[config.mk]
export PLATFORM = sky130hd
export DESIGN_NAME = data_port_router_flat
export DESIGN_NICKNAME = d
export VERILOG_FILES = /design/src/hdl/lmem_pkg.sv /design/src/hdl/lmem_req_if.sv /design/src/hdl/data_port_router.sv /design/src/flat_wrapper.sv
export SDC_FILE = /design/constraint.sdc
export NUM_CORES = 1
export LEC_CHECK = 0
export ABC_CLOCK_PERIOD_IN_PS = 5000
export BUFFER_PORTS_ARGS = -buffer_cell sky130_fd_sc_hd__buf_2
export CAP_MARGIN = 30
export CORE_MARGIN = 2
export CORE_UTILIZATION = 39
export DETAILED_ROUTE_END_ITERATION = 12
export PLACE_DENSITY = 0.62
export SYNTH_ARGS = -nofsm -noshare
export SYNTH_HDL_FRONTEND = slang
export SYNTH_SLANG_ARGS = --single-unit
[constraint.sdc]
create_clock -name clk -period 5 [get_ports clk]
set_input_delay 1 -clock clk [delete_from_list [all_inputs] [get_ports clk]]
set_output_delay 1 -clock clk [all_outputs]
set_load 0.01 [all_outputs]
[src/hdl/lmem_pkg.sv]
// ~~~~~~~~~~~~~~~~~~~~~~~~~~~~~~
// lmem_pkg
// shared widths, address map and router
// states for the local memory subsystem
// ~~~~~~~~~~~~~~~~~~~~~~~~~~~~~~
`default_nettype none

package lmem_pkg;

    // basic widths
    localparam int WORD_W = 32;
    localparam int WORD_ADDR_W = 30;
    localparam int BE_W = WORD_W / 8;
    localparam int UART_W = 8;

    // data word and byte lanes
    typedef logic [WORD_W-1:0] word_t;
    typedef logic [BE_W-1:0] be_t;

    // word address, byte offset bits dropped
    typedef logic [WORD_ADDR_W-1:0] word_addr_t;

    // one captured uart character
    typedef logic [UART_W-1:0] uart_byte_t;

    // router dispatch states
    typedef enum logic [1:0] {
        route_idle,
        route_bram,
        route_periph_wait
    } router_state_e;

    // peripheral region, byte address 0x1000_0000 and up
    // well above any allowed ram depth
    localparam word_addr_t PERIPH_BASE = 30'h0400_0000;

    // uart data register, byte offset 0x1000 into the region
    localparam word_addr_t UART_WORD_ADDR = 30'h0400_0400;

    // every peripheral read returns this
    localparam word_t PERIPH_READ_VALUE = 32'hffff_ff21;

endpackage

`default_nettype wire

[src/hdl/lmem_req_if.sv]
// ~~~~~~~~~~~~~~~~~~~~~~~~~~~~~~
// lmem_req_if
// single request plus read response
// between the router and a target
// ~~~~~~~~~~~~~~~~~~~~~~~~~~~~~~
`timescale 1ns/1ps
`default_nettype none

interface lmem_req_if;

    // request side
    logic                  valid;
    lmem_pkg::word_addr_t  addr;
    lmem_pkg::be_t         be;
    lmem_pkg::word_t       wdata;
    logic                  rnw;

    // response side, rd_valid only for reads
    logic                  rd_valid;
    lmem_pkg::word_t       rd_data;
    logic                  busy;

    modport requester (output valid, addr, be, wdata, rnw,
                       input  rd_valid, rd_data, busy);

    modport responder (input  valid, addr, be, wdata, rnw,
                       output rd_valid, rd_data, busy);

endinterface

`default_nettype wire

[src/hdl/data_port_router.sv]
// ~~~~~~~~~~~~~~~~~~~~~~~~~~~~~~
// data_port_router
// credit-counted request queue with in-order
// dispatch to the ram or the peripheral stub
// ~~~~~~~~~~~~~~~~~~~~~~~~~~~~~~
`timescale 1ns/1ps
`default_nettype none

module data_port_router #(
    parameter int REQ_CREDITS = 4
) (
    input  logic                 clk,
    input  logic                 rst,
    input  logic                 req_valid,
    input  lmem_pkg::word_addr_t req_addr,
    input  lmem_pkg::be_t        req_be,
    input  lmem_pkg::word_t      req_wdata,
    input  logic                 req_rnw,
    output logic                 credit,
    output logic                 rsp_valid,
    output lmem_pkg::word_t      rsp_data,
    lmem_req_if.requester        bram,
    lmem_req_if.requester        periph
);

    localparam int PTR_W = (REQ_CREDITS > 1) ? $clog2(REQ_CREDITS) : 1;
    localparam int CNT_W = $clog2(REQ_CREDITS + 1);
    localparam logic [PTR_W-1:0] LAST_SLOT = PTR_W'(REQ_CREDITS - 1);

    // queue payload
    lmem_pkg::word_addr_t q_addr  [REQ_CREDITS];
    lmem_pkg::be_t        q_be    [REQ_CREDITS];
    lmem_pkg::word_t      q_wdata [REQ_CREDITS];
    logic                 q_rnw   [REQ_CREDITS];

    logic [PTR_W-1:0] wr_ptr;
    logic [PTR_W-1:0] rd_ptr;
    logic [CNT_W-1:0] q_count;
    lmem_pkg::router_state_e state;
    logic head_periph;
    logic hold;
    logic deq;

    // head decode against the peripheral base
    assign head_periph = (q_addr[rd_ptr] >= lmem_pkg::PERIPH_BASE);
    // keep order behind an outstanding peripheral access
    assign hold = (state == lmem_pkg::route_periph_wait) && periph.busy;

    assign bram.valid = (q_count != '0) && !head_periph && !hold && !bram.busy;
    assign periph.valid = (q_count != '0) && head_periph && !periph.busy;
    assign deq = bram.valid || periph.valid;

    // both targets see the head entry
    assign bram.addr = q_addr[rd_ptr];
    assign bram.be = q_be[rd_ptr];
    assign bram.wdata = q_wdata[rd_ptr];
    assign bram.rnw = q_rnw[rd_ptr];
    assign periph.addr = q_addr[rd_ptr];
    assign periph.be = q_be[rd_ptr];
    assign periph.wdata = q_wdata[rd_ptr];
    assign periph.rnw = q_rnw[rd_ptr];

    // credit goes back on each dequeue
    assign credit = deq;

    // responses never overlap, stub takes priority
    assign rsp_valid = bram.rd_valid || periph.rd_valid;
    assign rsp_data = periph.rd_valid ? periph.rd_data : bram.rd_data;

    always_ff @(posedge clk) begin
        if (req_valid) begin
            q_addr[wr_ptr] <= req_addr;
            q_be[wr_ptr] <= req_be;
            q_wdata[wr_ptr] <= req_wdata;
            q_rnw[wr_ptr] <= req_rnw;
        end
    end

    always_ff @(posedge clk) begin
        if (rst) begin
            wr_ptr <= '0;
            rd_ptr <= '0;
            q_count <= '0;
            state <= lmem_pkg::route_idle;
        end else begin
            if (req_valid) begin
                wr_ptr <= (wr_ptr == LAST_SLOT) ? '0 : wr_ptr + 1'b1;
            end
            if (deq) begin
                rd_ptr <= (rd_ptr == LAST_SLOT) ? '0 : rd_ptr + 1'b1;
            end
            // occupancy
            if (req_valid && !deq) begin
                q_count <= q_count + 1'b1;
            end else if (!req_valid && deq) begin
                q_count <= q_count - 1'b1;
            end
            // track where the last dispatch went
            if (deq) begin
                state <= head_periph ? lmem_pkg::route_periph_wait : lmem_pkg::route_bram;
            end else if (!hold) begin
                state <= lmem_pkg::route_idle;
            end
        end
    end

endmodule

`default_nettype wire

[src/flat_wrapper.sv]
// flat-port wrapper written by rule: the top's interface ports become plain ports
module data_port_router_flat 
#(
    parameter int REQ_CREDITS = 4
)
  (clk, rst, req_valid, req_addr, req_be, req_wdata, req_rnw, credit, rsp_valid, rsp_data, bram_valid, bram_addr, bram_be, bram_wdata, bram_rnw, bram_rd_valid, bram_rd_data, bram_busy, periph_valid, periph_addr, periph_be, periph_wdata, periph_rnw, periph_rd_valid, periph_rd_data, periph_busy);
  lmem_req_if bram_i ();
  lmem_req_if periph_i ();
  input  logic clk;
  input  logic rst;
  input  logic req_valid;
  input  lmem_pkg::word_addr_t req_addr;
  input  lmem_pkg::be_t req_be;
  input  lmem_pkg::word_t req_wdata;
  input  logic req_rnw;
  output logic credit;
  output logic rsp_valid;
  output lmem_pkg::word_t rsp_data;
  output wire logic [$bits(bram_i.valid)-1:0] bram_valid;
  output wire logic [$bits(bram_i.addr)-1:0] bram_addr;
  output wire logic [$bits(bram_i.be)-1:0] bram_be;
  output wire logic [$bits(bram_i.wdata)-1:0] bram_wdata;
  output wire logic [$bits(bram_i.rnw)-1:0] bram_rnw;
  input wire logic [$bits(bram_i.rd_valid)-1:0] bram_rd_valid;
  input wire logic [$bits(bram_i.rd_data)-1:0] bram_rd_data;
  input wire logic [$bits(bram_i.busy)-1:0] bram_busy;
  output wire logic [$bits(periph_i.valid)-1:0] periph_valid;
  output wire logic [$bits(periph_i.addr)-1:0] periph_addr;
  output wire logic [$bits(periph_i.be)-1:0] periph_be;
  output wire logic [$bits(periph_i.wdata)-1:0] periph_wdata;
  output wire logic [$bits(periph_i.rnw)-1:0] periph_rnw;
  input wire logic [$bits(periph_i.rd_valid)-1:0] periph_rd_valid;
  input wire logic [$bits(periph_i.rd_data)-1:0] periph_rd_data;
  input wire logic [$bits(periph_i.busy)-1:0] periph_busy;
  assign bram_valid = bram_i.valid;
  assign bram_addr = bram_i.addr;
  assign bram_be = bram_i.be;
  assign bram_wdata = bram_i.wdata;
  assign bram_rnw = bram_i.rnw;
  assign bram_i.rd_valid = bram_rd_valid;
  assign bram_i.rd_data = bram_rd_data;
  assign bram_i.busy = bram_busy;
  assign periph_valid = periph_i.valid;
  assign periph_addr = periph_i.addr;
  assign periph_be = periph_i.be;
  assign periph_wdata = periph_i.wdata;
  assign periph_rnw = periph_i.rnw;
  assign periph_i.rd_valid = periph_rd_valid;
  assign periph_i.rd_data = periph_rd_data;
  assign periph_i.busy = periph_busy;
  data_port_router #(.REQ_CREDITS(REQ_CREDITS)) u_core (.clk(clk), .rst(rst), .req_valid(req_valid), .req_addr(req_addr), .req_be(req_be), .req_wdata(req_wdata), .req_rnw(req_rnw), .credit(credit), .rsp_valid(rsp_valid), .rsp_data(rsp_data), .bram(bram_i), .periph(periph_i));
endmodule
==> results of run 1 <==
-- sequential cells by signal, indices dropped and copies added, names as in the netlist, named ones only --
name and cells:
u_core.q_addr 120, u_core.q_be 16, u_core.q_count 3, u_core.q_rnw 4, u_core.q_wdata 128, u_core.rd_ptr 2
u_core.state 2, u_core.wr_ptr 2
-- worst paths after layout --
path / start / endpoint / slack (ns)
setup / recovery: flip-flop / periph_valid / 1.44
hold / removal: u_core.state[1] / u_core.state[1] / 0.49
setup reg to reg: flip-flop / u_core.q_count[2] / 1.68
hold reg to reg: u_core.state[1] / u_core.state[1] / 0.49
-- layer usage --
layer  up-vias  global-route usage [%]  part of all wire [%]
met5         -                       0                     0
met1      2874                    18.5                    39
met4         0                    5.54                   3.1
li1       2564                       -                     -
met2       245                    27.0                    51
met3        41                    3.78                   7.1
-- placed cells by master (no fill, tap or decap), types with 3 or more instances in the layout --
| cell type | netlist | layout |
|---|---|---|
| a21oi_1 | 5 | 5 |
| and2_4 | 0 | 4 |
| buf_2 | 6 | 307 |
| buf_4 | 67 | 7 |
| clkbuf_1 | 8 | 7 |
| clkbuf_16 | 0 | 29 |
| clkinv_1 | 0 | 6 |
| clkinv_2 | 0 | 5 |
| dfxtp_1 | 11 | 9 |
| diode_2 | 0 | 4 |
| edfxtp_1 | 268 | 268 |
| ha_1 | 6 | 6 |
| inv_1 | 7 | 7 |
| mux2_2 | 32 | 32 |
| mux4_2 | 67 | 67 |
| nor2_1 | 6 | 6 |
| nor2b_1 | 3 | 3 |
| nor3_1 | 3 | 3 |
| o21ai_0 | 3 | 3 |
| or3_1 | 3 | 3 |
-- critical path, delay by kind of cell (launching register included) --
family | cells | cell delay [ns]
simple gates | 2 | 0.70
mux | 1 | 0.44
flops | 1 | 0.68
buf+inv | 2 | 0.19
-- stage by stage --
stage / hold WS [ns] / setup slack (ns) / total power [uW]
3_5_place_dp: 0.484 / 1.63 / 4590
3_3_place_gp: 0.477 / 1.67 / 4580
5_1_grt: 0.526 / 1.19 / 6660
2_1_floorplan: 0.463 / 1.94 / 4180
4_1_cts: 0.496 / 1.33 / 6470
6_report: 0.494 / 1.44 / 6360
-- power by group through the flow --
stage,Sequential (uW),Clock (uW),Combinational [uW]
floorplan,2760,0,1410
global route,2770,2020,1870
detailed placement,2810,0,1780
CTS,2760,1930,1780
finish,2760,1860,1740
global placement,2810,0,1780
-- cell families after synthesis --
| kind of cell | count (synthesis) | share of synthesized area [%] |
|---|---|---|
| AO/OA/AOI/OAI | 10 | 0.539 |
| XOR/XNOR | 2 | 0.157 |
| adder cells (fa/ha/maj) | 7 | 0.854 |
| buffers and inverters | 94 | 5.63 |
| flip-flops | 279 | 74.3 |
| multiplexers | 101 | 17.0 |
| AND/OR/NAND/NOR | 29 | 1.60 |
-- area by class of cell --
class,instances,area [sq um]
flip-flops and latches,279,8280
inverters,7,26.3
well taps,378,473
clock buffers,36,752
fillers,2358,14500
diodes,4,10.0
repair buffers,314,1590
multi-input cells,149,2250
clock inverters,13,65.1
==> results.sh, run 1 <==
export IMPL_path_clk_slew_ns=0.06
export IMPL_cp_start_kind="flip-flop"
export IMPL_drt_first_pass_iters=4
export IMPL_clkPwrFrac_pct=29.3
export IMPL_crit_type="reg -> out"
export IMPL_cts_setup_buffers=0
export IMPL_drt_wl_total_mm=23.7
export IMPL_rsz0062_at_grt="false"
export IMPL_finalHoldViolCount=0
export IMPL_finalSetupViolations=0
export IMPL_status="completed"
export IMPL_slew_viol_final=0
export IMPL_synthMostInstantiatedCell="edfxtp_1"
export IMPL_synth_area_leaders="edfxtp_1 72%, mux4_2 14%, buf_4 4.5%"
export IMPL_synthToLayoutAreaGrowth_pct=20.7
export IMPL_p_leak_uw=0.00489
export IMPL_drc=0
export IMPL_placed_cell_area_sq_um=12600
export IMPL_finClkSkew_ns=0.0150
export IMPL_comb_power_share_pct=27.3
export IMPL_syn_area_sq_um=11100
export IMPL_avgViaCountPerCell=4.85
export IMPL_cpPeakStageDelay_ns=0.68
export IMPL_cts_tree="yes"
export IMPL_ys_flop_type="edfxtp_1"
export IMPL_final_core_util_pct=48.1
export IMPL_io_pins=308
export IMPL_ant_nets=0
export IMPL_worstPathCellList="mux4_2 > nor4_4 > or3_1 > inv_1 > buf_2"
export IMPL_internal_power_uw=4560
export IMPL_grt_overflow_total=0
export IMPL_rows=61
export IMPL_synth_area_leader_cell="edfxtp_1"
export IMPL_antenna_found_initial=4
export IMPL_avgSynthCellArea_sq_um=21.3
export IMPL_path_max_fanout=34
export IMPL_slowest_stage="dfxtp_4"
export IMPL_slew_headroom_pct=38.5
export IMPL_peakVddDrop_mv=0.276
export IMPL_cts_sinks=279
export IMPL_fin_tns_setup_ns=0
export IMPL_finalNonFillerCells=1180
export IMPL_cts_root_buf="clkbuf_16"
export IMPL_htreeDepth=1
export IMPL_async_reset_ff_share_pct=0
export IMPL_seqPwrFrac_pct=43.4
export IMPL_worst_slew_pin_slew_ns=0.922
export IMPL_hold_depth=2
export IMPL_core_area_sq_um=27900
export IMPL_nets=924
export IMPL_dieArea_sq_um=29900
export IMPL_gp_congestion=0.859
export IMPL_die_h_um=173
export IMPL_drtIter0Drc=271
export IMPL_crit_arrival_ns=2.56
export IMPL_initial_core_util_pct=39.9
export IMPL_dp_hpwl_mm=15.7
export IMPL_yosys_warnings=0
export IMPL_grt_pass1_wl_mm=35.1
export IMPL_period_share_pct=71.3
export IMPL_synth_cells=522
export IMPL_ctsLongestPathBuffers=3
export IMPL_clock_latency_ns=0.53
export IMPL_synth_seq_area_share_pct=74.3
export IMPL_ff2ff_path_depth=11
export IMPL_grt_pass1_vias=5789
export IMPL_final_cell_area_sq_um=13400
export IMPL_synth_commonest_cells="268 x edfxtp_1, 67 x buf_4, 67 x mux4_2"
export IMPL_period_minus_slack_ns=3.56
export IMPL_dp_cells=1127
export IMPL_io_buffer_count=307
export IMPL_p_sw_uw=1800
export IMPL_die_x_um=173
export IMPL_fmax_mhz=281
export IMPL_ys_ff_latch=279
export IMPL_drive_gt1_share_pct=57.3
export IMPL_cts_repair_resized=0
export IMPL_end_kind="output port"
export IMPL_synth_top_cell_area_share_pct=72.3
export IMPL_wire_per_inst_um=20.1
export IMPL_grt_total_usage_pct=15.4
export IMPL_cp_required_ns=4.00
export IMPL_vias=5724
export IMPL_post_synth_num_cell_types=29
export IMPL_grt_start_max_net_pins=56
export IMPL_hold_class="reg -> reg"
export IMPL_synth_nets=667
export IMPL_cts_buffers=28
export IMPL_cap_violations=0
export IMPL_power_density_nw_per_um2=473
export IMPL_cts_hold_buf=0
export IMPL_p_sw_share_pct=28.3
export IMPL_synth_edff_count=268
No activity file was read; power rests on OpenSTA's default activity.
==> inputs of run 2 (changes only) <==
--- a/config.mk
+++ b/config.mk
@@ -5,13 +5,13 @@
 export SDC_FILE = /design/constraint.sdc
 export NUM_CORES = 1
 export LEC_CHECK = 0
-export ABC_CLOCK_PERIOD_IN_PS = 5000
+export ABC_CLOCK_PERIOD_IN_PS = 3000
 export BUFFER_PORTS_ARGS = -buffer_cell sky130_fd_sc_hd__buf_2
 export CAP_MARGIN = 30
 export CORE_MARGIN = 2
 export CORE_UTILIZATION = 39
 export DETAILED_ROUTE_END_ITERATION = 12
-export PLACE_DENSITY = 0.62
+export PLACE_DENSITY = 0.65
 export SYNTH_ARGS = -nofsm -noshare
 export SYNTH_HDL_FRONTEND = slang
 export SYNTH_SLANG_ARGS = --single-unit
==> constraint.sdc (replaced) <==
create_clock -name clk -period 3 [get_ports clk]
set_input_delay 0.6 -clock clk [delete_from_list [all_inputs] [get_ports clk]]
set_output_delay 0.6 -clock clk [all_outputs]
set_load 0.01 [all_outputs]
==> run 2 against run 1 <==
Clock skew decreased by 0.0034 ns. Global-route usage shrank 0.66 points. Final cell count is 1.0% higher. Die area stayed put. Hold slack lost 0.23 ns. Register-to-register slack worse by 1.6 ns. Critical endpoint is now credit. Largest cell class unchanged.
==> results.sh, run 2 (synthesized netlist as in run 1, its figures left out) <==
export IMPL_io_pins=308
export IMPL_regMostFlops="u_core.q_wdata"
export IMPL_dp_hpwl_mm=15.2
export IMPL_dp_cells=1132
export IMPL_end_kind="output port"
export IMPL_finalSetupViolations=0
export IMPL_drtIter0Drc=323
export IMPL_drt_first_pass_iters=4
export IMPL_die_x_um=173
export IMPL_grt_start_max_net_pins=46
export IMPL_peakVddDrop_mv=0.581
export IMPL_ctsLongestPathBuffers=3
export IMPL_vias=5785
export IMPL_p_sw_share_pct=27.7
export IMPL_period_share_pct=96.6
export IMPL_drt_wl_total_mm=22.8
export IMPL_grt_total_usage_pct=14.7
export IMPL_grt_pass1_vias=5935
export IMPL_grt_overflow_total=0
export IMPL_ff2ff_path_depth=12
export IMPL_rrSetupSlack_ns=0.11
export IMPL_clock_latency_ns=0.55
export IMPL_antenna_found_initial=2
export IMPL_largest_registers="u_core.q_wdata: 128 flops, u_core.q_addr: 120 flops, u_core.q_be: 16 flops"
export IMPL_slew_viol_final=0
export IMPL_worst_slew_pin_slew_ns=0.613
export IMPL_finClkSkew_ns=0.0116
export IMPL_fmax_mhz=345
export IMPL_finalNonFillerCells=1192
export IMPL_cts_buffers=30
export IMPL_rows=61
export IMPL_final_common_cell="buf_2"
export IMPL_gp_congestion=0.767
export IMPL_clkPwrFrac_pct=33.7
export IMPL_p_sw_uw=3170
export IMPL_ant_nets=0
export IMPL_initial_core_util_pct=39.9
export IMPL_period_minus_slack_ns=2.90
export IMPL_cts_root_buf="clkbuf_16"
export IMPL_io_buffer_count=307
export IMPL_cts_sinks=279
export IMPL_hold_class="in -> reg"
export IMPL_drc=0
export IMPL_synthToLayoutAreaGrowth_pct=24.2
export IMPL_internal_power_uw=8250
export IMPL_grt_pass1_wl_mm=34.3
export IMPL_avgViaCountPerCell=4.85
export IMPL_crit_arrival_ns=2.30
export IMPL_holdWs_ns=0.259
export IMPL_power_density_nw_per_um2=825
export IMPL_drive_gt1_share_pct=59.9
export IMPL_rsz0062_at_grt="true"
export IMPL_htreeDepth=1
export IMPL_core_area_sq_um=27900
export IMPL_dieArea_sq_um=29900
export IMPL_p_leak_uw=0.00505
export IMPL_cp_start_kind="flip-flop"
export IMPL_cp_required_ns=2.40
export IMPL_die_h_um=173
export IMPL_comb_power_share_pct=26.4
export IMPL_largest_reg_flops=128
export IMPL_nets=935
export IMPL_cts_tree="yes"
export IMPL_mostFrequentLayoutCells="305 x buf_2, 268 x edfxtp_1, 67 x mux4_2"
export IMPL_finalHoldViolCount=0
export IMPL_hold_depth=1
export IMPL_slew_headroom_pct=59.1
export IMPL_wire_per_inst_um=19.1
export IMPL_status="completed"
export IMPL_crit_type="reg -> out"
export IMPL_path_max_fanout=6
export IMPL_seqPwrFrac_pct=39.9
export IMPL_final_core_util_pct=49.5
export IMPL_path_clk_slew_ns=0.06
export IMPL_cap_violations=0
==> run 2: cell count changes in the layout (fill, tap and decap cells not counted), moves of 3 or more <==
cell,previous run,this run
buf_12,0,5
buf_4,7,10
bufinv_16,0,6
clkbuf_1,7,1
clkinvlp_4,0,4
diode_2,4,1
inv_1,7,4
==> run 2: power groups by stage <==
stage,clock network [uW],registers (uW),logic (uW)
final,3850,4550,3010
after global routing,4090,4570,3260
after CTS,3950,4560,3050
after detailed placement,0,4640,3030
after global placement,0,4630,3010
after floorplan,0,4600,2370
==> run 2: final timing paths <==
kind,startpoint,to
worst max-delay path,flip-flop,credit
worst min-delay path,req_addr[27],u_core.q_addr[1][27]
worst max register to register,flip-flop,u_core.q_count[2]
worst min register to register,u_core.state[1],u_core.state[1]
==> run 2: worst max-delay path, stage by stage, from the launching register on <==
cell and delay [ns]:
dfxtp_4 0.40, mux4_2 0.57, nor4_4 0.32, buf_4 0.15, or3_4 0.14, nand2_2 0.06, buf_6 0.11
==> run 2: routing by layer <==
| layer | share of wire, % | vias to the layer above | GRT usage (%) |
|---|---|---|---|
| met4 | 3.3 | 4 | 5.16 |
| met3 | 7.7 | 48 | 3.72 |
| li1 | - | 2591 | - |
| met1 | 39 | 2869 | 17.2 |
| met2 | 50 | 273 | 26.4 |
| met5 | 0.12 | - | 0 |
==> run 2: repair_timing <==
item	4_1_cts	5_1_grt
setup endpoints to repair	79	38
pin swaps	0	3
hold buffers	0	0
setup buffers	1	3
resized for setup	1	6
==> run 2: area by class of cell <==
type	count	area, sq um
fill	2299	14100
sequential	279	8280
multi-input combinational	149	2270
timing repair buffer	323	1740
clock buffer	31	754
tap	378	473
clock inverter	24	292
inverter	7	28.8
antenna	1	2.50
==> run 2: metrics by stage <==
step / TNS [ns] / power (uW) / cell area [sq um] / setup slack [ns]
finish: 0 / 11400 / 13800 / 0.103
global route: -0.00885 / 11900 / 13800 / -0.00885
CTS: 0 / 11600 / 13800 / 0.0300
detailed placement: 0 / 7670 / 12700 / 0.200
global placement: 0 / 7640 / 12700 / 0.224
floorplan: -0.0231 / 6980 / 11100 / -0.0231
