File: src/hdl/lmem_pkg.sv
// ~~~~~~~~~~~~~~~~~~~~~~~~~~~~~~
// lmem_pkg
// shared widths, address map and router
// states for the local memory subsystem
// ~~~~~~~~~~~~~~~~~~~~~~~~~~~~~~
`default_nettype none

package lmem_pkg;

    // basic widths
    localparam int WORD_W = 32;
    localparam int WORD_ADDR_W = 30;
    localparam int BE_W = WORD_W / 8;
    localparam int UART_W = 8;

    // data word and byte lanes
    typedef logic [WORD_W-1:0] word_t;
    typedef logic [BE_W-1:0] be_t;

    // word address, byte offset bits dropped
    typedef logic [WORD_ADDR_W-1:0] word_addr_t;

    // one captured uart character
    typedef logic [UART_W-1:0] uart_byte_t;

    // router dispatch states
    typedef enum logic [1:0] {
        route_idle,
        route_bram,
        route_periph_wait
    } router_state_e;

    // peripheral region, byte address 0x1000_0000 and up
    // well above any allowed ram depth
    localparam word_addr_t PERIPH_BASE = 30'h0400_0000;

    // uart data register, byte offset 0x1000 into the region
    localparam word_addr_t UART_WORD_ADDR = 30'h0400_0400;

    // every peripheral read returns this
    localparam word_t PERIPH_READ_VALUE = 32'hffff_ff21;

endpackage

`default_nettype wire

File: src/hdl/lmem_req_if.sv
// ~~~~~~~~~~~~~~~~~~~~~~~~~~~~~~
// lmem_req_if
// single request plus read response
// between the router and a target
// ~~~~~~~~~~~~~~~~~~~~~~~~~~~~~~
`timescale 1ns/1ps
`default_nettype none

interface lmem_req_if;

    // request side
    logic                  valid;
    lmem_pkg::word_addr_t  addr;
    lmem_pkg::be_t         be;
    lmem_pkg::word_t       wdata;
    logic                  rnw;

    // response side, rd_valid only for reads
    logic                  rd_valid;
    lmem_pkg::word_t       rd_data;
    logic                  busy;

    modport requester (output valid, addr, be, wdata, rnw,
                       input  rd_valid, rd_data, busy);

    modport responder (input  valid, addr, be, wdata, rnw,
                       output rd_valid, rd_data, busy);

endinterface

`default_nettype wire

File: src/hdl/periph_bus_stub.sv
// ~~~~~~~~~~~~~~~~~~~~~~~~~~~~~~
// periph_bus_stub
// peripheral slave with fixed countdown,
// constant read data and uart byte capture
// ~~~~~~~~~~~~~~~~~~~~~~~~~~~~~~
`timescale 1ns/1ps
`default_nettype none

module periph_bus_stub #(
    parameter int PERIPH_LATENCY = 5
) (
    input  logic                 clk,
    input  logic                 rst,
    lmem_req_if.responder        bus,
    output logic                 uart_valid,
    output lmem_pkg::uart_byte_t uart_byte
);

    localparam int CNT_W = $clog2(PERIPH_LATENCY + 1);
    localparam logic [CNT_W-1:0] LAT_LAST = CNT_W'(PERIPH_LATENCY - 1);

    logic [CNT_W-1:0]     count;
    lmem_pkg::word_addr_t addr_q;
    logic                 rnw_q;
    logic                 accept;

    assign accept = bus.valid && !bus.busy;

    // reads always return the same word
    assign bus.rd_data = lmem_pkg::PERIPH_READ_VALUE;

    // latched request payload
    always_ff @(posedge clk) begin
        if (accept) begin
            addr_q <= bus.addr;
            rnw_q <= bus.rnw;
            // low byte, only used for uart writes
            uart_byte <= bus.wdata[7:0];
        end
    end

    // countdown, busy while it runs
    always_ff @(posedge clk) begin
        if (rst) begin
            bus.busy <= 1'b0;
            bus.rd_valid <= 1'b0;
            uart_valid <= 1'b0;
            count <= '0;
        end else begin
            // single-cycle pulses by default
            bus.rd_valid <= 1'b0;
            uart_valid <= 1'b0;
            if (accept) begin
                bus.busy <= 1'b1;
                count <= LAT_LAST;
            end else if (bus.busy) begin
                if (count == '0) begin
                    bus.busy <= 1'b0;
                    bus.rd_valid <= rnw_q;
                    // writes elsewhere in the region vanish
                    uart_valid <= !rnw_q && (addr_q == lmem_pkg::UART_WORD_ADDR);
                end else begin
                    count <= count - 1'b1;
                end
            end
        end
    end

endmodule

`default_nettype wire

File: src/flat_wrapper.sv
// flat-port wrapper written by rule: the top's interface ports become plain ports
module periph_bus_stub_flat 
#(
    parameter int PERIPH_LATENCY = 5
)
  (clk, rst, uart_valid, uart_byte, bus_valid, bus_addr, bus_be, bus_wdata, bus_rnw, bus_rd_valid, bus_rd_data, bus_busy);
  lmem_req_if bus_i ();
  input  logic clk;
  input  logic rst;
  output logic uart_valid;
  output lmem_pkg::uart_byte_t uart_byte;
  input wire logic [$bits(bus_i.valid)-1:0] bus_valid;
  input wire logic [$bits(bus_i.addr)-1:0] bus_addr;
  input wire logic [$bits(bus_i.be)-1:0] bus_be;
  input wire logic [$bits(bus_i.wdata)-1:0] bus_wdata;
  input wire logic [$bits(bus_i.rnw)-1:0] bus_rnw;
  output wire logic [$bits(bus_i.rd_valid)-1:0] bus_rd_valid;
  output wire logic [$bits(bus_i.rd_data)-1:0] bus_rd_data;
  output wire logic [$bits(bus_i.busy)-1:0] bus_busy;
  assign bus_i.valid = bus_valid;
  assign bus_i.addr = bus_addr;
  assign bus_i.be = bus_be;
  assign bus_i.wdata = bus_wdata;
  assign bus_i.rnw = bus_rnw;
  assign bus_rd_valid = bus_i.rd_valid;
  assign bus_rd_data = bus_i.rd_data;
  assign bus_busy = bus_i.busy;
  periph_bus_stub #(.PERIPH_LATENCY(PERIPH_LATENCY)) u_core (.clk(clk), .rst(rst), .bus(bus_i), .uart_valid(uart_valid), .uart_byte(uart_byte));
endmodule
File: config.mk
export PLATFORM = sky130hd
export DESIGN_NAME = periph_bus_stub_flat
export DESIGN_NICKNAME = d
export VERILOG_FILES = /design/src/hdl/lmem_pkg.sv /design/src/hdl/lmem_req_if.sv /design/src/hdl/periph_bus_stub.sv /design/src/flat_wrapper.sv
export SDC_FILE = /design/constraint.sdc
export NUM_CORES = 1
export LEC_CHECK = 0
export ABC_AREA = 1
export BUFFER_PORTS_ARGS = -buffer_cell sky130_fd_sc_hd__buf_2
export CORE_UTILIZATION = 42
export CTS_CLUSTER_DIAMETER = 120
export CTS_CLUSTER_SIZE = 12
export DETAILED_ROUTE_END_ITERATION = 8
export PLACE_DENSITY = 0.79
export SLEW_MARGIN = 20
export SYNTH_ARGS = -nofsm -noshare
export SYNTH_HDL_FRONTEND = slang
export SYNTH_SLANG_ARGS = --single-unit
File: constraint.sdc
create_clock -name clk -period 2.4 [get_ports clk]
set_clock_uncertainty 0.2 [all_clocks]
set_input_delay 0.12 -clock clk [delete_from_list [all_inputs] [get_ports clk]]
set_output_delay 0.12 -clock clk [all_outputs]
set_load 0.005 [all_outputs]
==> results of run 1 <==
==> what timing repair did <==
item,4_1_cts,5_1_grt
hold endpoints to repair,44,0
gates resized for setup,0,0
hold buffers,42,0
==> registers in the layout, indices dropped and copies added (netlist names) <==
name,cells
u_core.addr_q,30
u_core.bus.busy,1
u_core.bus.rd_valid,1
u_core.count,3
u_core.rnw_q,1
u_core.uart_byte,8
u_core.uart_valid,1
==> worst max-delay path: stages (launching register included) <==
cell	delay, ns
dfxtp_1	0.35
inv_1	0.07
ha_1	0.23
ha_1	0.23
nor2_4	0.15
inv_2	0.07
nand2_2	0.06
inv_2	0.04
nor2_1	0.08
dlygate4sd3_1	0.56
==> through the flow <==
stage | utilization, % | hold slack (ns)
floorplan | - | -0.008003
global placement | 49.57 | 0.09186
detailed placement | 49.57 | 0.09811
CTS | 62.46 | 0.2643
global route | 62.46 | 0.2931
finish | 62.46 | 0.2891
==> power by group <==
group	switching, mW	total [mW]	internal, mW
logic	0.0858	0.177	0.0917
clock network	0.257	0.565	0.308
registers	0.0169	0.923	0.906
total	0.360	1.67	1.31
==> area by class of cell <==
class                   count  area, sq um  area share (%)
clock inverters             2        33.78           1.324
repair buffers             95        688.2           26.96
well taps                  50        62.56           2.451
multi-input cells          77        362.8           14.22
flip-flops and latches     45         1291           50.59
inverters                  11        41.29           1.618
clock buffers               6        72.57           2.843
==> metal layers <==
layer | up-vias | part of all wire (%)
li1 | 577 | -
met1 | 559 | 32
met2 | 78 | 55
met3 | 13 | 8.5
met4 | 0 | 4.0
met5 | - | 0
==> cells by family (layout without fill, tap and decap cells) <==
kind of cell	count (synthesis)	in the layout	synth area share (%)
and+or+nand+nor	38	38	9.815
DFF	45	45	70.83
AOI/OAI and AO/OA	4	4	1.441
other	2	32	0.4120
buffers and inverters	43	114	15.44
adders and majority gates	3	3	2.059
==> layout by cell type (no fill, tap or decap), types with 3 or more instances in the layout <==
cell type       n
clkbuf_8        5
dlygate4sd3_1  42
nand2_1        10
inv_2           3
edfxtp_1       39
nor2_1         18
ha_1            3
inv_1           8
buf_2          52
dfxtp_1         6
conb_1         32
==> final timing paths <==
check | from | endpoint | cells past startpoint
min | u_core.count[0] | u_core.count[0] | 2
max reg2reg | u_core.count[0] | u_core.bus.busy | 9
max | u_core.count[0] | u_core.bus.busy | 9
min reg2reg | u_core.count[0] | u_core.count[0] | 2
==> results.txt, run 1 <==
post-CTS setup buffer count = 0
sequential area share after synthesis = 70.83%
CTS root buffer = clkbuf_8
Yosys top cell area share = 64.24%
first-pass GRT wire length = 5.471 mm
max-cap violations = 0
CP Class = flop to flop
CTS H-tree depth = 2
CP max FO = 4
Die Wd = 67.88 um
Placed Cells = 236
pre-CTS setup slack = 0.7827 ns
Layout Nets = 308
global route hottest layer = met2
CTS buffer count = 5
Global Route Usage Sum = 17.55%
RePlAce Congestion = 0.6880
clock sinks = 45
Yosys cell types = 20
YS warnings = 0
Async SR Flop Fraction = 0%
synth cell count leaders = edfxtp_1 (39), buf_4 (32), nor2_1 (18)
clock latency on the worst-skew pair = 0.30 ns
min-delay worst type = flop to flop
Leak Pwr = 1.103 nW
Post-Syn Instances = 135
Die H = 67.88 um
initial antenna violation count = 0
share of layout cells above drive strength 1 = 28.81%
minimum clock period = 2.084 ns
largest net degree at the start of global routing = 36
number of global-route vias before repair = 1257
Clock Tree Buf Depth = 2
Mapped Area = 1823 sq um
1st-pass router iterations = 4
Synth area leaders = edfxtp_1 (64%), buf_4 (13%), dfxtp_1 (6.6%)
global routing usage on met1 = 16.19%
Post-synth EDFFs = 39
grt ovf = 0
detailed-route wire length per cell = 13.50 um
Final Setup Violations = 0
CTS clk-pin slew, worst paths = 0.08 ns
PortBufs = 52
Peak Freq = 479.8 MHz
final slew viol count = 0
FF+latch count, synth = 45
Final HPWL DP = 1.830 mm
Die Footprint = 4608 sq um
final-report hold violation count = 0
Tcrit/Tclk final = 86.85%
synthesis-to-layout area growth = 40.01%
# fillers = 282
Worst R2R Setup Slack = 0.32 ns
RSZ-0062 raised after global routing = no
Ant. Diodes = 0
num rows = 23
post-route setup TNS = 0 ns
PwrDens = 652.5 nW/um^2
TritonCTS clock tree = done
number of DRC markers in iteration 0 = 28
placed cell areas = 2026 sq um
cell with the most instances after synthesis = edfxtp_1
arrival time at the worst endpoint = 2.12 ns
Boundary Pins = 113
Mean Syn Cell Area = 13.50 sq um
status = finished, final reports clean
final antenna-violating net count = 0
DRC viols = 0
Final Non-Filler Cells = 286
Via Count = 1227
total power draw = 1.665 mW
grt met2 use = 32.05%
Worst EP required = 2.44 ns
via density per instance = 4.290
M3 GR Usage = 6.667%
area of the core = 4086 sq um
startpoint types = flop
Setup WS post-layout = 0.3156 ns
drt total wl = 3.860 mm
Max IR drop VDD = 0.6790 mV
design area = 2552 sq um
CP Capture Type = flop
Initial Util = 44.61%
Top FF cell, synth = edfxtp_1
post-synth top area cell = edfxtp_1
Power figures use the tool's default switching activity.
==> inputs of run 2 (changes only) <==
--- a/config.mk
+++ b/config.mk
@@ -7,11 +7,11 @@
 export LEC_CHECK = 0
 export ABC_AREA = 1
 export BUFFER_PORTS_ARGS = -buffer_cell sky130_fd_sc_hd__buf_2
-export CORE_UTILIZATION = 42
+export CORE_UTILIZATION = 38
 export CTS_CLUSTER_DIAMETER = 120
 export CTS_CLUSTER_SIZE = 12
 export DETAILED_ROUTE_END_ITERATION = 8
-export PLACE_DENSITY = 0.79
+export PLACE_DENSITY = 0.75
 export SLEW_MARGIN = 20
 export SYNTH_ARGS = -nofsm -noshare
 export SYNTH_HDL_FRONTEND = slang
==> constraint.sdc (replaced) <==
create_clock -name clk -period 1.8 [get_ports clk]
set_clock_uncertainty 0.2 [all_clocks]
set_input_delay 0.09 -clock clk [delete_from_list [all_inputs] [get_ports clk]]
set_output_delay 0.09 -clock clk [all_outputs]
set_load 0.005 [all_outputs]
==> run 2 against run 1 <==
  * Via count down 4.7%
  * Highest routed layer unchanged
  * The flow now finishes with violations (DRC)
  * Global-route usage down 4.1 points
  * Utilization down 5.8 points
  * Clock-buffer cell count down 1
  * First-iteration DRC count down 7.1%
  * Sequential share of layout area up 0.32 points
  * Die area up 10%
  * Critical path type unchanged
==> results.txt, run 2 (same netlist as run 1, synthesis figures left out) <==
CTS buffer count = 5 (unchanged)
Via Count = 1169 (-4.7%)
minimum clock period = 1.553 ns (-0.5311 ns)
Resized cells post-CTS = 0 (unchanged)
num rows = 24 (+4.3%)
fin util = 56.68% (-5.8 points)
TritonCTS clock tree = done
highest-count cells in the layout ignoring fill and taps = buf_2 (52), dlygate4sd3_1 (41), edfxtp_1 (39)
Hold Worst Slack = 0.2689 ns (-0.02025 ns)
min-delay worst type = flop to flop
synthesis-to-layout area growth = 39.12%
post-route setup TNS = 0 ns (unchanged)
post-CTS setup buffer count = 0 (unchanged)
arrival time at the worst endpoint = 1.53 ns (-0.59 ns)
via density per instance = 4.073 (-5.1%)
1st-pass router iterations = 6 (+2)
sw frac = 21.41% (-0.20 points)
CTS root buffer = clkbuf_8
Largest regs = u_core.addr_q x30, u_core.uart_byte x8, u_core.count x3
detailed-route wire length per cell = 11.17 um (-17%)
CP max FO = 4 (unchanged)
Die Wd = 71.27 um (+5.0%)
Pint = 1.594 mW (+22%)
RePlAce Congestion = 0.7160 (+4.1%)
Layout Nets = 307 (-0.32%)
DRC viols = 7 (+7)
Clock Tree Buf Depth = 2 (unchanged)
first-pass GRT wire length = 5.071 mm (-7.3%)
PortBufs = 52 (unchanged)
# fillers = 329 (+17%)
max-cap violations = 0 (unchanged)
total power draw = 2.028 mW (+22%)
clock sinks = 45 (unchanged)
Initial Util = 40.74% (-3.9 points)
grt ovf = 0 (unchanged)
startpoint types = flop
final slew viol count = 0 (unchanged)
Reg with most FFs = u_core.addr_q
RSZ-0062 raised after global routing = no
Leak Pwr = 1.085 nW (-1.6%)
failing checks = DRC
Worst EP required = 1.78 ns (-0.66 ns)
CP Class = flop to flop
share of layout cells above drive strength 1 = 29.36% (+0.55 points)
final-report hold violation count = 0 (unchanged)
Worst R2R Setup Slack = 0.25 ns (-0.07 ns)
CTS H-tree depth = 2 (unchanged)
Die H = 71.27 um (+5.0%)
FF-to-FF End = u_core.count[2]
CTS clk-pin slew, worst paths = 0.08 ns (about the same)
area of the core = 4474 sq um (+9.5%)
status = finished with violations
number of flip-flops in the largest register = 30 (unchanged)
Peak Freq = 643.8 MHz (+34%)
hold path cells = 2 (unchanged)
combinational share of power = 11.6% (+0.9 points)
drt total wl = 3.205 mm (-17%)
number of global-route vias before repair = 1165 (-7.3%)
number of DRC markers in iteration 0 = 26 (-7.1%)
Die Footprint = 5079 sq um (+10%)
Max IR drop VDD = 0.9041 mV (+33%)
Psw = 0.4342 mW (+21%)
R2R cell count = 7 (-2)
Hold Crit Start = u_core.count[0]
hold endpoint = u_core.count[0]
largest net degree at the start of global routing = 34 (-5.6%)
Final HPWL DP = 1.838 mm (+0.44%)
final antenna-violating net count = 0 (unchanged)
Final Setup Violations = 0 (unchanged)
clock latency on the worst-skew pair = 0.29 ns (about the same)
most common cell after layout, fill and taps aside = buf_2
Ant. Diodes = 0 (unchanged)
initial antenna violation count = 0 (unchanged)
PwrDens = 799.5 nW/um^2 (+23%)
Boundary Pins = 113 (unchanged)
worst r2r src = u_core.count[0]
CP Capture Type = flop
Global Route Usage Sum = 13.50% (-4.1 points)
Tcrit/Tclk final = 86.29% (-0.55 points)
Clock power frac = 28.0% (-5.9 points)
Final Non-Filler Cells = 287 (+0.35%)
Placed Cells = 238 (+0.85%)
Reg power frac = 60.4% (+5.0 points)
-- run 2: layout make-up --
cell class / instances / area (sq um) / share of cell area (%)
tap: 52 / 65.06 / 2.565
sequential: 45 / 1291 / 50.91
clock buffer: 5 / 68.82 / 2.713
clock inverter: 3 / 12.51 / 0.4933
multi-input combinational: 77 / 362.8 / 14.31
timing repair buffer: 94 / 690.7 / 27.23
inverter: 11 / 45.04 / 1.776
-- run 2: through the flow --
stage	area, sq um	worst slack [ns]
floorplan	1939	0.1550
global placement	2044	0.2890
finish	2536	0.2467
detailed placement	2044	0.2490
CTS	2536	0.2334
global route	2536	0.1424
-- run 2: worst max path at each step --
stage,from,end,cells past startpoint
2_1_floorplan,u_core.bus.busy,u_core.addr_q[0],3
3_3_place_gp,u_core.count[0],u_core.count[2],7
3_5_place_dp,u_core.count[0],u_core.count[2],7
4_1_cts,u_core.count[0],u_core.count[2],7
5_1_grt,u_core.count[0],u_core.count[2],7
6_report,u_core.count[0],u_core.count[2],7
-- run 2: worst max-delay path, stage by stage (launching register included) --
cell and delay [ns]:
dfxtp_1 0.34, inv_1 0.06, ha_1 0.22, ha_1 0.23, nor2_4 0.15, inv_2 0.07
o21ai_1 0.15, a21oi_2 0.04
-- run 2: layer usage --
metal  part of all wire (%)  wire length [um]  GRT usage [%]
met1                     34              1101          12.34
met2                     55              1761          26.77
met3                    9.3               297          4.923
met4                    1.4                44          4.889
met5                      0                 0              0
-- run 2: what timing repair did --
action | 4_1_cts | 5_1_grt
hold buffers | 41 | 0
setup endpoints to repair | 0 | 0
hold endpoints to repair | 44 | 0
-- run 2: power groups by stage --
| stage | combinational [mW] | sequential [mW] | clock, mW |
|---|---|---|---|
| after floorplan | 0.132 | 1.25 | 0 |
| after global placement | 0.157 | 1.25 | 0 |
| after detailed placement | 0.162 | 1.25 | 0 |
| after CTS | 0.230 | 1.22 | 0.586 |
| after global routing | 0.261 | 1.23 | 0.613 |
| final | 0.234 | 1.23 | 0.568 |
==> inputs of run 3 (changes only) <==
--- a/config.mk
+++ b/config.mk
@@ -7,11 +7,12 @@
 export LEC_CHECK = 0
 export ABC_AREA = 1
 export BUFFER_PORTS_ARGS = -buffer_cell sky130_fd_sc_hd__buf_2
-export CORE_UTILIZATION = 38
+export CORE_UTILIZATION = 47
+export CTS_BUF_LIST = sky130_fd_sc_hd__clkbuf_4 sky130_fd_sc_hd__clkbuf_8
 export CTS_CLUSTER_DIAMETER = 120
 export CTS_CLUSTER_SIZE = 12
 export DETAILED_ROUTE_END_ITERATION = 8
-export PLACE_DENSITY = 0.75
+export PLACE_DENSITY = 0.87
 export SLEW_MARGIN = 20
 export SYNTH_ARGS = -nofsm -noshare
 export SYNTH_HDL_FRONTEND = slang
==> constraint.sdc (replaced) <==
create_clock -name clk -period 1.85 [get_ports clk]
set_clock_uncertainty 0.2 [all_clocks]
set_input_delay 0.0925 -clock clk [delete_from_list [all_inputs] [get_ports clk]]
set_output_delay 0.0925 -clock clk [all_outputs]
set_load 0.005 [all_outputs]
==> run 3 against run 2 <==
  * Flip-flop and latch count unchanged
  * The flow now finishes without violations
  * Via count increased by 9.8%
  * Largest power group unchanged
  * Register-to-register slack got worse by 0.05 ns
  * Clock power increased by 31%
==> results.txt, run 3 (same netlist as run 1, synthesis figures left out) <==
status = finished, final reports clean
grt ovf = 0 (unchanged)
clock latency on the worst-skew pair = 0.30 ns (about the same)
first-pass GRT wire length = 6.520 mm (+29%)
CP Class = flop to flop
final antenna-violating net count = 0 (unchanged)
PortBufs = 52 (unchanged)
number of DRC markers in iteration 0 = 50 (+92%)
Boundary Pins = 113 (unchanged)
crit-path most repeated cell = ha_1
final-report hold violation count = 0 (unchanged)
CTS H-tree depth = 2 (unchanged)
minimum clock period = 1.648 ns (+0.09520 ns)
Cell Chain, Critical Path = inv_1 -> ha_1 -> ha_1 -> nor2_4 -> inv_2 -> o21ai_1 -> a21oi_2
Bufs and invs on worst path = 2 (unchanged)
Initial Util = 49.42% (+8.7 points)
post-CTS setup buffer count = 0 (unchanged)
Largest regs = u_core.addr_q x30, u_core.uart_byte x8, u_core.count x3
detailed-route wire length per cell = 14.96 um (+34%)
CTS root buffer = clkbuf_8
clock sinks = 45 (unchanged)
Peak Freq = 606.6 MHz (-5.8%)
total power draw = 2.182 mW (+7.6%)
Layout Nets = 308 (+0.33%)
Worst EP required = 1.84 ns (+0.06 ns)
CP max FO = 4 (unchanged)
most common cell after layout, fill and taps aside = buf_2
1st-pass router iterations = 4 (-2)
pre-CTS setup slack = 0.3018 ns (+0.05280 ns)
slowest stage cell, crit path = dfxtp_1
Final HPWL DP = 2.037 mm (+11%)
# fillers = 227 (-31%)
CP delay by family, top = adder cells
Global Route Usage Sum = 22.45% (+9.0 points)
Ant. Diodes = 0 (unchanged)
highest-count cells in the layout ignoring fill and taps = buf_2 (52), dlygate4sd3_1 (41), edfxtp_1 (39)
design area = 2560 sq um (+0.94%)
Die H = 64.28 um (-9.8%)
Die Footprint = 4132 sq um (-19%)
drt total wl = 4.250 mm (+33%)
fin util = 69.40% (+13 points)
post-route setup TNS = 0 ns (unchanged)
CTS buffer count = 5 (unchanged)
Setup WS post-layout = 0.2015 ns (-0.04520 ns)
min-delay worst type = flop to flop
CP Capture Type = flop
Placed Cells = 235 (-1.3%)
share of layout cells above drive strength 1 = 30.51% (+1.1 points)
PwrDens = 852.4 nW/um^2 (+6.6%)
DRC viols = 0 (-7)
synthesis-to-layout area growth = 40.43%
Final Non-Filler Cells = 284 (-1.0%)
Max IR drop VDD = 0.7157 mV (-21%)
Tcrit/Tclk final = 89.11% (+2.8 points)
number of flip-flops in the largest register = 30 (unchanged)
startpoint types = flop
num rows = 22 (-8.3%)
Final Setup Violations = 0 (unchanged)
area of the core = 3689 sq um (-18%)
RSZ-0062 raised after global routing = no
largest net degree at the start of global routing = 21 (-38%)
arrival time at the worst endpoint = 1.64 ns (+0.11 ns)
max-cap violations = 0 (unchanged)
TritonCTS clock tree = done
Via Count = 1283 (+9.8%)
Die Wd = 64.28 um (-9.8%)
RePlAce Congestion = 0.7872 (+9.9%)
Largest stage delay, worst path = 0.34 ns (about the same)
number of global-route vias before repair = 1374 (+18%)
final slew viol count = 0 (unchanged)
CTS clk-pin slew, worst paths = 0.08 ns (about the same)
Clock Tree Buf Depth = 2 (unchanged)
Leak Pwr = 1.097 nW (+1.1%)
initial antenna violation count = 0 (unchanged)
Hold Worst Slack = 0.2740 ns (+0.005151 ns)
via density per instance = 4.518 (+11%)
placed cell areas = 2034 sq um (-0.49%)
Reg with most FFs = u_core.addr_q
run 3: worst reg2reg max path: cells and delay by family, from the launching register on:
kind / cells / cell delay, ns
adder cells (fa/ha/maj): 2 / 0.48
flip-flops: 1 / 0.34
AO/OA/AOI/OAI: 2 / 0.24
AND/OR/NAND/NOR: 1 / 0.15
buffers and inverters: 2 / 0.14
run 3: per-layer routing:
layer | GRT usage (%) | vias up | wire length (um)
met5 | 0 | - | 0
met4 | 10.56 | 0 | 181
met3 | 7.857 | 14 | 332
met2 | 41.45 | 87 | 2295
met1 | 22.01 | 602 | 1440
li1 | - | 580 | -
run 3: path summary, 6_finish.rpt:
path,endpoint,cells past startpoint,from,slack [ns]
setup / recovery,u_core.count[2],7,u_core.count[0],0.20
hold / removal,u_core.count[0],2,u_core.count[0],0.27
setup reg to reg,u_core.count[2],7,u_core.count[0],0.20
hold reg to reg,u_core.count[0],2,u_core.count[0],0.27
run 3: power by group:
group	internal [mW]	switching [mW]	leakage, nW
Sequential	1.18	0.0227	0.424
Combinational	0.120	0.119	0.619
Clock	0.404	0.342	0.0543
Total	1.70	0.483	1.10
run 3: final cells by class:
class | count | area [sq um] | share of cell area [%]
multi-input cells | 77 | 362.8 | 14.17
inverters | 11 | 45.04 | 1.760
clock buffers | 5 | 68.82 | 2.688
repair buffers | 95 | 685.7 | 26.78
flip-flops and latches | 45 | 1291 | 50.44
clock inverters | 3 | 46.29 | 1.808
well taps | 48 | 60.06 | 2.346
run 3: repair_timing:
item,4_1_cts,5_1_grt
hold endpoints to repair,44,0
hold buffers,41,0
gates resized for setup,0,0
